===== config.mk =====
export PLATFORM = sky130hd
export DESIGN_NAME = rvfi_wrapper
export DESIGN_NICKNAME = d
export VERILOG_FILES = /design/src/common/rv_core_pkg.sv /design/src/core/core.sv /design/src/core/regfile.sv /design/src/rvfi.sv /design/src/rvfi_wrapper.sv
export VERILOG_INCLUDE_DIRS = /design/src /design/src/common
export SDC_FILE = /design/constraint.sdc
export NUM_CORES = 2
export LEC_CHECK = 0
export ABC_AREA = 1
export BUFFER_PORTS_ARGS = -buffer_cell sky130_fd_sc_hd__buf_2
export CELL_PAD_IN_SITES_DETAIL_PLACEMENT = 0
export CELL_PAD_IN_SITES_GLOBAL_PLACEMENT = 2
export CORE_UTILIZATION = 27
export DETAILED_ROUTE_END_ITERATION = 10
export GPL_ROUTABILITY_DRIVEN = 1
export PLACE_DENSITY = 0.69
export RECOVER_POWER = 100
export SYNTH_ARGS = -nofsm -noshare
export SYNTH_HDL_FRONTEND = slang
export SYNTH_SLANG_ARGS = --single-unit
export TNS_END_PERCENT = 50

===== constraint.sdc =====
create_clock -name clk_i -period 13.7 [get_ports clk_i]
set_input_delay 0 -clock clk_i [delete_from_list [all_inputs] [get_ports clk_i]]
set_output_delay 0 -clock clk_i [all_outputs]
set_load 0.02 [all_outputs]

===== src/common/rv_core_settings.svh =====
`ifndef RV_CORE_SETTINGS_SVH
`define RV_CORE_SETTINGS_SVH

// PC after reset
`define RESET_PC 32'h0000_0000

// Base opcodes of the supported RV32I subset
`define OPC_LUI    7'b0110111
`define OPC_OPIMM  7'b0010011
`define OPC_OP     7'b0110011
`define OPC_LOAD   7'b0000011
`define OPC_STORE  7'b0100011
`define OPC_BRANCH 7'b1100011
`define OPC_JAL    7'b1101111

`endif


===== src/common/rv_core_pkg.sv =====
package rv_core_pkg;

    // Data, address and instruction word
    typedef logic [31:0] word_t;

    // Register index from x0 to x31
    typedef logic [4:0] reg_addr_t;

    // Byte enables of one word
    typedef logic [3:0] ben_t;

    // Retirement counter of the trace port
    typedef logic [63:0] order_t;

    // Source of the value written in WB
    typedef enum logic [1:0] {
        WB_NONE,
        WB_ALU,
        WB_LOAD
    } wb_src_e;

endpackage


===== src/core/core.sv =====
`timescale 1ns/1ns
`include "rv_core_settings.svh"

module core (
    input  logic                   clk_i,
    input  logic                   arst_n_i,
    output rv_core_pkg::word_t     imem_addr_o,
    input  rv_core_pkg::word_t     imem_rdata_i,
    output rv_core_pkg::word_t     dmem_addr_o,
    output rv_core_pkg::word_t     dmem_wdata_o,
    output logic                   dmem_wen_o,
    output rv_core_pkg::ben_t      dmem_ben_o,
    input  rv_core_pkg::word_t     dmem_rdata_i,
    output logic                   valid_ex_o,
    output rv_core_pkg::word_t     insn_ex_o,
    output rv_core_pkg::word_t     pc_ex_o,
    output rv_core_pkg::word_t     next_pc_ex_o,
    output logic                   trap_ex_o,
    output logic                   valid_wb_o,
    output rv_core_pkg::reg_addr_t rd_addr_wb_o,
    output logic                   reg_wen_wb_o,
    output rv_core_pkg::word_t     reg_wdata_wb_o
);
    import rv_core_pkg::*;

    word_t      pc_q;
    logic       valid_ex_q;
    word_t      insn_ex_q;
    word_t      pc_ex_q;
    logic       valid_wb_q;
    reg_addr_t  rd_wb_q;
    wb_src_e    wb_src_q;
    word_t      alu_wb_q;
    logic [6:0] opcode;
    logic [2:0] funct3;
    reg_addr_t  rs1_addr;
    reg_addr_t  rs2_addr;
    word_t      rf_rs1;
    word_t      rf_rs2;
    word_t      rs1_val;
    word_t      rs2_val;
    word_t      imm_i;
    word_t      imm_s;
    word_t      alu_res;
    word_t      target;
    wb_src_e    wb_src_ex;
    logic       trap;
    logic       is_store;
    logic       taken;
    logic       use_rs1;
    logic       use_rs2;
    logic       stall;

    assign opcode   = insn_ex_q[6:0];
    assign funct3   = insn_ex_q[14:12];
    assign rs1_addr = insn_ex_q[19:15];
    assign rs2_addr = insn_ex_q[24:20];
    assign imm_i    = {{20{insn_ex_q[31]}}, insn_ex_q[31:20]};
    assign imm_s    = {{20{insn_ex_q[31]}}, insn_ex_q[31:25], insn_ex_q[11:7]};

    regfile regfile_inst (
        .clk_i      (clk_i),
        .arst_n_i   (arst_n_i),
        .rs1_addr_i (rs1_addr),
        .rs2_addr_i (rs2_addr),
        .rd_addr_i  (rd_wb_q),
        .wen_i      (reg_wen_wb_o),
        .wdata_i    (reg_wdata_wb_o),
        .rs1_data_o (rf_rs1),
        .rs2_data_o (rf_rs2)
    );

    // WB result forwarded into EX
    assign rs1_val = (reg_wen_wb_o && rd_wb_q == rs1_addr) ? reg_wdata_wb_o : rf_rs1;
    assign rs2_val = (reg_wen_wb_o && rd_wb_q == rs2_addr) ? reg_wdata_wb_o : rf_rs2;

    always_comb begin
        alu_res   = pc_ex_q + 32'd4;
        wb_src_ex = WB_NONE;
        trap      = 1'b0;
        is_store  = 1'b0;
        taken     = 1'b0;
        use_rs1   = 1'b1;
        use_rs2   = 1'b0;
        target    = pc_ex_q + {{19{insn_ex_q[31]}}, insn_ex_q[31], insn_ex_q[7],
                               insn_ex_q[30:25], insn_ex_q[11:8], 1'b0};
        case (opcode)
            `OPC_LUI: begin
                alu_res   = {insn_ex_q[31:12], 12'b0};
                wb_src_ex = WB_ALU;
                use_rs1   = 1'b0;
            end
            `OPC_OPIMM: begin
                alu_res   = rs1_val + imm_i;
                wb_src_ex = WB_ALU;
                trap      = funct3 != 3'b000;
            end
            `OPC_OP: begin
                wb_src_ex = WB_ALU;
                use_rs2   = 1'b1;
                case ({insn_ex_q[31:25], funct3})
                    10'b0000000_000: alu_res = rs1_val + rs2_val;
                    10'b0100000_000: alu_res = rs1_val - rs2_val;
                    10'b0000000_100: alu_res = rs1_val ^ rs2_val;
                    10'b0000000_110: alu_res = rs1_val | rs2_val;
                    10'b0000000_111: alu_res = rs1_val & rs2_val;
                    default:         trap    = 1'b1;
                endcase
            end
            `OPC_LOAD: begin
                wb_src_ex = WB_LOAD;
                trap      = funct3 != 3'b010;
            end
            `OPC_STORE: begin
                use_rs2  = 1'b1;
                is_store = 1'b1;
                trap     = funct3 != 3'b010;
            end
            `OPC_BRANCH: begin
                use_rs2 = 1'b1;
                // funct3[0] turns BEQ into BNE
                taken   = (rs1_val == rs2_val) ^ funct3[0];
                trap    = funct3[2:1] != 2'b00;
            end
            `OPC_JAL: begin
                wb_src_ex = WB_ALU;
                taken     = 1'b1;
                use_rs1   = 1'b0;
                target    = pc_ex_q + {{11{insn_ex_q[31]}}, insn_ex_q[31], insn_ex_q[19:12],
                                       insn_ex_q[20], insn_ex_q[30:21], 1'b0};
            end
            default: begin
                trap    = 1'b1;
                use_rs1 = 1'b0;
            end
        endcase
        // Trapped instruction has no side effects
        if (trap) begin
            wb_src_ex = WB_NONE;
            is_store  = 1'b0;
            taken     = 1'b0;
        end
    end

    // Load-use hazard while the load sits in WB
    assign stall = valid_ex_q && reg_wen_wb_o && wb_src_q == WB_LOAD
                   && ((use_rs1 && rs1_addr == rd_wb_q) || (use_rs2 && rs2_addr == rd_wb_q));

    assign valid_ex_o   = valid_ex_q && !stall;
    assign insn_ex_o    = insn_ex_q;
    assign pc_ex_o      = pc_ex_q;
    assign next_pc_ex_o = taken ? target : pc_ex_q + 32'd4;
    assign trap_ex_o    = trap;

    assign imem_addr_o  = pc_q;
    assign dmem_addr_o  = rs1_val + (is_store ? imm_s : imm_i);
    assign dmem_wdata_o = rs2_val;
    assign dmem_wen_o   = valid_ex_o && is_store;
    assign dmem_ben_o   = dmem_wen_o ? 4'b1111 : 4'b0000;

    // A taken branch or jump drops the fetched word
    always_ff @(posedge clk_i or negedge arst_n_i) begin
        if (!arst_n_i) begin
            pc_q       <= `RESET_PC;
            valid_ex_q <= 1'b0;
        end else if (valid_ex_o && taken) begin
            pc_q       <= target;
            valid_ex_q <= 1'b0;
        end else if (!stall) begin
            pc_q       <= pc_q + 32'd4;
            valid_ex_q <= 1'b1;
        end
    end

    always_ff @(posedge clk_i) begin
        if (!stall) begin
            insn_ex_q <= imem_rdata_i;
            pc_ex_q   <= pc_q;
        end
    end

    // A stall sends a bubble on to WB
    always_ff @(posedge clk_i or negedge arst_n_i) begin
        if (!arst_n_i) begin
            valid_wb_q <= 1'b0;
        end else begin
            valid_wb_q <= valid_ex_o;
        end
    end

    always_ff @(posedge clk_i) begin
        rd_wb_q  <= insn_ex_q[11:7];
        wb_src_q <= wb_src_ex;
        alu_wb_q <= alu_res;
    end

    assign valid_wb_o     = valid_wb_q;
    assign rd_addr_wb_o   = rd_wb_q;
    assign reg_wen_wb_o   = valid_wb_q && wb_src_q != WB_NONE && rd_wb_q != '0;
    assign reg_wdata_wb_o = (wb_src_q == WB_LOAD) ? dmem_rdata_i : alu_wb_q;

    // A store moves on to WB next cycle and writes no register
    assert property (@(posedge clk_i) disable iff (!arst_n_i)
        dmem_wen_o |-> valid_ex_q ##1 (valid_wb_q && !reg_wen_wb_o));

    // An x0 operand reads zero whatever sits in WB
    assert property (@(posedge clk_i) disable iff (!arst_n_i)
        (valid_ex_q && rs1_addr == '0) |-> rs1_val == '0);
    assert property (@(posedge clk_i) disable iff (!arst_n_i)
        (valid_ex_q && rs2_addr == '0) |-> rs2_val == '0);

endmodule


===== src/core/regfile.sv =====
`timescale 1ns/1ns

module regfile (
    input  logic                   clk_i,
    input  logic                   arst_n_i,
    input  rv_core_pkg::reg_addr_t rs1_addr_i,
    input  rv_core_pkg::reg_addr_t rs2_addr_i,
    input  rv_core_pkg::reg_addr_t rd_addr_i,
    input  logic                   wen_i,
    input  rv_core_pkg::word_t     wdata_i,
    output rv_core_pkg::word_t     rs1_data_o,
    output rv_core_pkg::word_t     rs2_data_o
);
    import rv_core_pkg::*;

    // x0 has no storage
    word_t regs_q [1:31];

    always_ff @(posedge clk_i or negedge arst_n_i) begin
        if (!arst_n_i) begin
            for (int i = 1; i < 32; i++) begin
                regs_q[i] <= '0;
            end
        end else if (wen_i && rd_addr_i != '0) begin
            regs_q[rd_addr_i] <= wdata_i;
        end
    end

    // Same-cycle write is forwarded by the core
    assign rs1_data_o = (rs1_addr_i == '0) ? '0 : regs_q[rs1_addr_i];
    assign rs2_data_o = (rs2_addr_i == '0) ? '0 : regs_q[rs2_addr_i];

endmodule


===== src/rvfi.sv =====
`timescale 1ns/1ns
`include "rv_core_settings.svh"

module rvfi (
    input  logic                   clk_i,
    input  logic                   arst_n_i,
    input  logic                   valid_ex_i,
    input  rv_core_pkg::word_t     insn_ex_i,
    input  rv_core_pkg::word_t     pc_ex_i,
    input  rv_core_pkg::word_t     next_pc_ex_i,
    input  logic                   trap_ex_i,
    input  rv_core_pkg::word_t     mem_addr_ex_i,
    input  rv_core_pkg::word_t     mem_wdata_ex_i,
    input  rv_core_pkg::ben_t      mem_ben_ex_i,
    input  logic                   valid_wb_i,
    input  rv_core_pkg::reg_addr_t rd_addr_wb_i,
    input  logic                   reg_wen_wb_i,
    input  rv_core_pkg::word_t     reg_wdata_wb_i,
    output logic                   rvfi_valid_o,
    output rv_core_pkg::order_t    rvfi_order_o,
    output rv_core_pkg::word_t     rvfi_insn_o,
    output logic                   rvfi_trap_o,
    output rv_core_pkg::word_t     rvfi_pc_rdata_o,
    output rv_core_pkg::word_t     rvfi_pc_wdata_o,
    output rv_core_pkg::reg_addr_t rvfi_rd_addr_o,
    output rv_core_pkg::word_t     rvfi_rd_wdata_o,
    output rv_core_pkg::word_t     rvfi_mem_addr_o,
    output rv_core_pkg::ben_t      rvfi_mem_wmask_o,
    output rv_core_pkg::word_t     rvfi_mem_wdata_o
);
    import rv_core_pkg::*;

    word_t hold_insn_q;
    word_t hold_pc_q;
    word_t hold_next_pc_q;
    logic  hold_trap_q;
    word_t hold_addr_q;
    word_t hold_wdata_q;
    ben_t  hold_wmask_q;
    logic  is_store;

    // Memory fields only carry meaning for a store
    assign is_store = insn_ex_i[6:0] == `OPC_STORE && !trap_ex_i;

    // EX fields held until the instruction reaches WB
    always_ff @(posedge clk_i) begin
        if (valid_ex_i) begin
            hold_insn_q    <= insn_ex_i;
            hold_pc_q      <= pc_ex_i;
            hold_next_pc_q <= next_pc_ex_i;
            hold_trap_q    <= trap_ex_i;
            hold_addr_q    <= is_store ? mem_addr_ex_i : '0;
            hold_wdata_q   <= is_store ? mem_wdata_ex_i : '0;
            hold_wmask_q   <= is_store ? mem_ben_ex_i : '0;
        end
    end

    always_ff @(posedge clk_i or negedge arst_n_i) begin
        if (!arst_n_i) begin
            rvfi_valid_o <= 1'b0;
            rvfi_order_o <= '0;
        end else begin
            rvfi_valid_o <= valid_wb_i;
            if (rvfi_valid_o) begin
                rvfi_order_o <= rvfi_order_o + 64'd1;
            end
        end
    end

    // Record assembled in the WB cycle
    always_ff @(posedge clk_i) begin
        if (valid_wb_i) begin
            rvfi_insn_o      <= hold_insn_q;
            rvfi_trap_o      <= hold_trap_q;
            rvfi_pc_rdata_o  <= hold_pc_q;
            rvfi_pc_wdata_o  <= hold_next_pc_q;
            rvfi_mem_addr_o  <= hold_addr_q;
            rvfi_mem_wdata_o <= hold_wdata_q;
            rvfi_mem_wmask_o <= hold_wmask_q;
            rvfi_rd_addr_o   <= reg_wen_wb_i ? rd_addr_wb_i : '0;
            rvfi_rd_wdata_o  <= reg_wen_wb_i ? reg_wdata_wb_i : '0;
        end
    end

    // Traps and stores retire without a register write
    assert property (@(posedge clk_i) disable iff (!arst_n_i)
        (rvfi_valid_o && (rvfi_trap_o || rvfi_mem_wmask_o != '0))
        |-> (rvfi_rd_addr_o == '0 && rvfi_rd_wdata_o == '0));

    // Order steps by one after each retirement and holds otherwise
    assert property (@(posedge clk_i) disable iff (!arst_n_i)
        rvfi_valid_o |=> rvfi_order_o == $past(rvfi_order_o) + 64'd1);
    assert property (@(posedge clk_i) disable iff (!arst_n_i)
        !rvfi_valid_o |=> $stable(rvfi_order_o));

endmodule


===== src/rvfi_wrapper.sv =====
`timescale 1ns/1ns

module rvfi_wrapper (
    input  logic                   clk_i,
    input  logic                   arst_n_i,
    output rv_core_pkg::word_t     imem_addr_o,
    input  rv_core_pkg::word_t     imem_rdata_i,
    output rv_core_pkg::word_t     dmem_addr_o,
    output rv_core_pkg::word_t     dmem_wdata_o,
    output logic                   dmem_wen_o,
    output rv_core_pkg::ben_t      dmem_ben_o,
    input  rv_core_pkg::word_t     dmem_rdata_i,
    output logic                   rvfi_valid_o,
    output rv_core_pkg::order_t    rvfi_order_o,
    output rv_core_pkg::word_t     rvfi_insn_o,
    output logic                   rvfi_trap_o,
    output rv_core_pkg::word_t     rvfi_pc_rdata_o,
    output rv_core_pkg::word_t     rvfi_pc_wdata_o,
    output rv_core_pkg::reg_addr_t rvfi_rd_addr_o,
    output rv_core_pkg::word_t     rvfi_rd_wdata_o,
    output rv_core_pkg::word_t     rvfi_mem_addr_o,
    output rv_core_pkg::ben_t      rvfi_mem_wmask_o,
    output rv_core_pkg::word_t     rvfi_mem_wdata_o
);
    import rv_core_pkg::*;

    // Trace signals from core to tracer
    logic      valid_ex;
    word_t     insn_ex;
    word_t     pc_ex;
    word_t     next_pc_ex;
    logic      trap_ex;
    logic      valid_wb;
    reg_addr_t rd_addr_wb;
    logic      reg_wen_wb;
    word_t     reg_wdata_wb;

    core core_inst (
        .clk_i          (clk_i),
        .arst_n_i       (arst_n_i),
        .imem_addr_o    (imem_addr_o),
        .imem_rdata_i   (imem_rdata_i),
        .dmem_addr_o    (dmem_addr_o),
        .dmem_wdata_o   (dmem_wdata_o),
        .dmem_wen_o     (dmem_wen_o),
        .dmem_ben_o     (dmem_ben_o),
        .dmem_rdata_i   (dmem_rdata_i),
        .valid_ex_o     (valid_ex),
        .insn_ex_o      (insn_ex),
        .pc_ex_o        (pc_ex),
        .next_pc_ex_o   (next_pc_ex),
        .trap_ex_o      (trap_ex),
        .valid_wb_o     (valid_wb),
        .rd_addr_wb_o   (rd_addr_wb),
        .reg_wen_wb_o   (reg_wen_wb),
        .reg_wdata_wb_o (reg_wdata_wb)
    );

    rvfi rvfi_inst (
        .clk_i            (clk_i),
        .arst_n_i         (arst_n_i),
        .valid_ex_i       (valid_ex),
        .insn_ex_i        (insn_ex),
        .pc_ex_i          (pc_ex),
        .next_pc_ex_i     (next_pc_ex),
        .trap_ex_i        (trap_ex),
        .mem_addr_ex_i    (dmem_addr_o),
        .mem_wdata_ex_i   (dmem_wdata_o),
        .mem_ben_ex_i     (dmem_ben_o),
        .valid_wb_i       (valid_wb),
        .rd_addr_wb_i     (rd_addr_wb),
        .reg_wen_wb_i     (reg_wen_wb),
        .reg_wdata_wb_i   (reg_wdata_wb),
        .rvfi_valid_o     (rvfi_valid_o),
        .rvfi_order_o     (rvfi_order_o),
        .rvfi_insn_o      (rvfi_insn_o),
        .rvfi_trap_o      (rvfi_trap_o),
        .rvfi_pc_rdata_o  (rvfi_pc_rdata_o),
        .rvfi_pc_wdata_o  (rvfi_pc_wdata_o),
        .rvfi_rd_addr_o   (rvfi_rd_addr_o),
        .rvfi_rd_wdata_o  (rvfi_rd_wdata_o),
        .rvfi_mem_addr_o  (rvfi_mem_addr_o),
        .rvfi_mem_wmask_o (rvfi_mem_wmask_o),
        .rvfi_mem_wdata_o (rvfi_mem_wdata_o)
    );

endmodule


==> impl_metrics.json <==
{
  "status": "complete, but fails checks",
  "violations": "max-capacitance violations, max-slew violations",
  "vdd.ir_drop.worst_uv": 126,
  "ios": 434,
  "path_cells": "clkbuf_1 > xor2_1 > nor2_1 > nand2_1 > nor2_4 > clkbuf_1 > inv_1 > buf_4 > o21ai_0 > clkbuf_1 > inv_1 > ha_1 > nand2_1 > nor2_1 > nand2_1 > inv_1 > o21ai_0 > nand4_1 > nand3_1 > nand3_1 > nand2_1 > a21oi_1",
  "die_w_um": 569,
  "min_period_ns": 11.11,
  "synth-seq-area-share_pct": 47.0,
  "setup_viol": 0,
  "ctsRootBufferMaster": "clkbuf_16",
  "clock_path_buffers": 4,
  "synth_area_leaders": "dfrtp_1, edfxtp_1, o21ai_0",
  "cp-end-kind": "flip-flop",
  "vias": 84307,
  "hp-class": "primary input to flip-flop",
  "syn_area_mm2": 0.0867,
  "rsz0062_at_grt": "no",
  "cts_num_sinks": 1553,
  "ys.flop_type": "dfrtp_1",
  "finalClockSkew_ns": 0.0793,
  "drt-initial-drc-count": 10057,
  "synth_top_area_share_pct": 31.5,
  "cp_slowest_cell": "clkbuf_1",
  "synth_seq_cells": 1553,
  "ant_nets": 0,
  "rows": 207,
  "tns_ns": 0,
  "cts_made_buffers": 199,
  "relSlewSlack_pct": -414,
  "drt-total-wl_mm": 450,
  "wire_per_inst_um": 28.5,
  "syn_area_per_cell_um2": 7.80,
  "start_kind": "flip-flop",
  "grt_first_pass_wirelength_mm": 628,
  "htree_levels": 4,
  "multiInputGateArea_mm2": 0.0384,
  "worstSkewPairLatency_ns": 0.92,
  "drive_gt1_share_pct": 5.78,
  "cp_max_fo": 33,
  "crit_arrival_ns": 11.84,
  "ctsResizeCount": 0,
  "grt-ovfl-total": 0,
  "syn_nets": 11353,
  "ys_warn_count": 0,
  "async_flop_share_pct": 70.3,
  "core_area_mm2": 0.319,
  "synth_cell_type_count": 66,
  "fmax_ghz": 0.0900,
  "grt_max_degree": 150,
  "via_per_inst": 5.35,
  "slew_violations": 2829,
  "max_stage_delay_ns": 3.38,
  "synth_common_cells": "nand2_1, o21ai_0, a21oi_1, dfrtp_1, inv_1",
  "yosysMostFrequentCell": "nand2_1",
  "drtPass1Iterations": 6,
  "tritoncts": "built",
  "netlist_instances": 11118,
  "io_buffers": 433,
  "clkSlewWorstSetupHoldPaths_ns": 0.07,
  "synthToLayoutAreaGrowth_pct": 14.9,
  "powerDensity_mw_per_mm2": 141,
  "start_util_pct": 27.2,
  "grt_usage_pct": 27.0,
  "cpMostUsedCell": "nand2_1",
  "worstPathRequired_ns": 14.43,
  "tightest_slew_ns": 7.72,
  "max_cap_violations": 74,
  "grt_pass1_vias": 79720,
  "hpwl_mm": 296,
  "hold_violations": 0,
  "fillCellCount": 34305,
  "die_y_um": 569,
  "power.leakage_nw": 43.2,
  "path_class": "flip-flop to flip-flop",
  "synth-edff-count": 423,
  "hold_slack_ns": 0.228,
  "drc_errors": 0,
  "dieArea_mm2": 0.323,
  "fin_nets": 11547,
  "regArea_mm2": 0.0408,
  "grt_antenna_before_repair": 26,
  "yosys.area.top_type": "dfrtp_1",
  "period_share_pct": 81.1,
  "gp_congestion": 0.953
}
-- power breakdown --
part / switching, W / internal [W]
Clock: 0.00228 / 0.00315
Combinational: 0.00255 / 0.000747
Sequential: 0.000266 / 0.00503
-- per-layer routing --
| layer | global-route usage [%] | wire length, um | part of all wire (%) |
|---|---|---|---|
| met1 | 38.1 | 200000 | 45 |
| met2 | 41.1 | 195000 | 43 |
| met3 | 4.46 | 35700 | 7.9 |
| met4 | 10.3 | 18200 | 4.1 |
| met5 | 0 | 34 | 0.0076 |
-- cell type report --
| class | instances | share of cell area, % |
|---|---|---|
| sequential | 1553 | 41.0 |
| timing repair buffer | 763 | 4.31 |
| clock buffer | 278 | 5.79 |
| inverter | 1087 | 4.15 |
| antenna | 11 | 0.0276 |
| clock inverter | 89 | 0.869 |
| multi-input combinational | 7708 | 38.5 |
| tap | 4284 | 5.38 |
-- placed cells by master (no fill, tap or decap), drive strengths merged, types with 37 or more instances in the layout --
master,netlist,layout
a21oi,1221,1221
buf,381,235
clkbuf,389,708
clkinv,6,61
dfrtp,1091,1091
dfxtp,39,39
dlygate4sd3,0,98
edfxtp,423,423
ha,164,164
inv,1081,1091
nand2,2069,2069
nand3,860,860
nand4,86,86
nor2,736,736
nor3,86,86
o2111ai,48,48
o211ai,97,97
o21ai,1923,1923
o221ai,37,37
o22ai,47,47
xnor2,42,42
xor2,130,130
-- final timing paths --
| check | start | endpoint | slack [ns] | cells after the start |
|---|---|---|---|---|
| max | core_inst.insn_ex_o[24] | core_inst.alu_wb_q[21] | 2.59 | 22 |
| max reg2reg | core_inst.insn_ex_o[24] | core_inst.alu_wb_q[21] | 2.59 | 22 |
| min in group asynchronous | arst_n_i | core_inst.regfile_inst.regs_q[417] | 1.33 | 4 |
| min | dmem_rdata_i[26] | core_inst.regfile_inst.regs_q[954] | 0.23 | 5 |
| min reg2reg | rvfi_inst.hold_wdata_q[22] | rvfi_inst.rvfi_mem_wdata_o[22] | 0.38 | 0 |
| max in group asynchronous | arst_n_i | rvfi_inst.rvfi_order_o[17] | 4.75 | 6 |
-- stage by stage --
step / std cells / power, W / utilization, % / instance area, um2 / worst slack (ns)
after floorplan: 11118 / 0.00704 / - / 86700 / 5.71
after global placement: 15295 / 0.00865 / 29.2 / 93000 / 5.90
after detailed placement: 15296 / 0.00862 / 29.2 / 93000 / 5.90
after CTS: 15762 / 0.0141 / 31.6 / 101000 / 5.83
after global routing: 15766 / 0.0145 / 31.2 / 99600 / 2.76
final: 15773 / 0.0140 / 31.2 / 99600 / 2.59
-- logic make-up (layout without fill, tap and decap cells) --
group	Yosys count	in the layout	synth area share [%]
AOI/OAI and AO/OA	3467	3467	21.0
xor gates and xnor gates	172	172	1.74
adders and majority gates	169	169	2.48
buffers and inverters	1857	2217	8.67
DFF	1553	1553	47.0
muxes	4	4	0.0476
other	0	11	0
and+or+nand+nor	3896	3896	19.0
-- state kept, by name, summed over array words and instances (netlist names), 2 cells and up --
register / cells
core_inst.rd_addr_wb_o: 5
rvfi_inst.rvfi_rd_wdata_o: 32
rvfi_inst.rvfi_pc_rdata_o: 31
rvfi_inst.rvfi_mem_wdata_o: 32
rvfi_inst.hold_pc_q: 31
rvfi_inst.rvfi_order_o: 64
core_inst.regfile_inst.regs_q: 992
core_inst.imem_addr_o: 32
rvfi_inst.hold_wdata_q: 32
rvfi_inst.rvfi_insn_o: 32
core_inst.insn_ex_o: 32
rvfi_inst.hold_next_pc_q: 32
core_inst.alu_wb_q: 32
rvfi_inst.hold_insn_q: 32
rvfi_inst.rvfi_mem_addr_o: 32
rvfi_inst.hold_addr_q: 32
rvfi_inst.rvfi_pc_wdata_o: 32
core_inst.pc_ex_o: 32
core_inst.wb_src_q: 2
rvfi_inst.rvfi_rd_addr_o: 5
-- worst max-delay path, delay by kind of cell, from the launching register on --
family | cells | cell delay, ns
xor gates and xnor gates | 1 | 0.17
and+or+nand+nor | 10 | 1.98
DFF | 1 | 0.32
AOI/OAI and AO/OA | 3 | 1.27
buffers and inverters | 7 | 6.44
adders and majority gates | 1 | 0.58
-- timing repair --
action	in CTS	in global routing
buffers inserted	0	0
endpoints found under the hold margin	888	0
hold buffers	99	0
No activity file was read; power rests on OpenSTA's default activity.
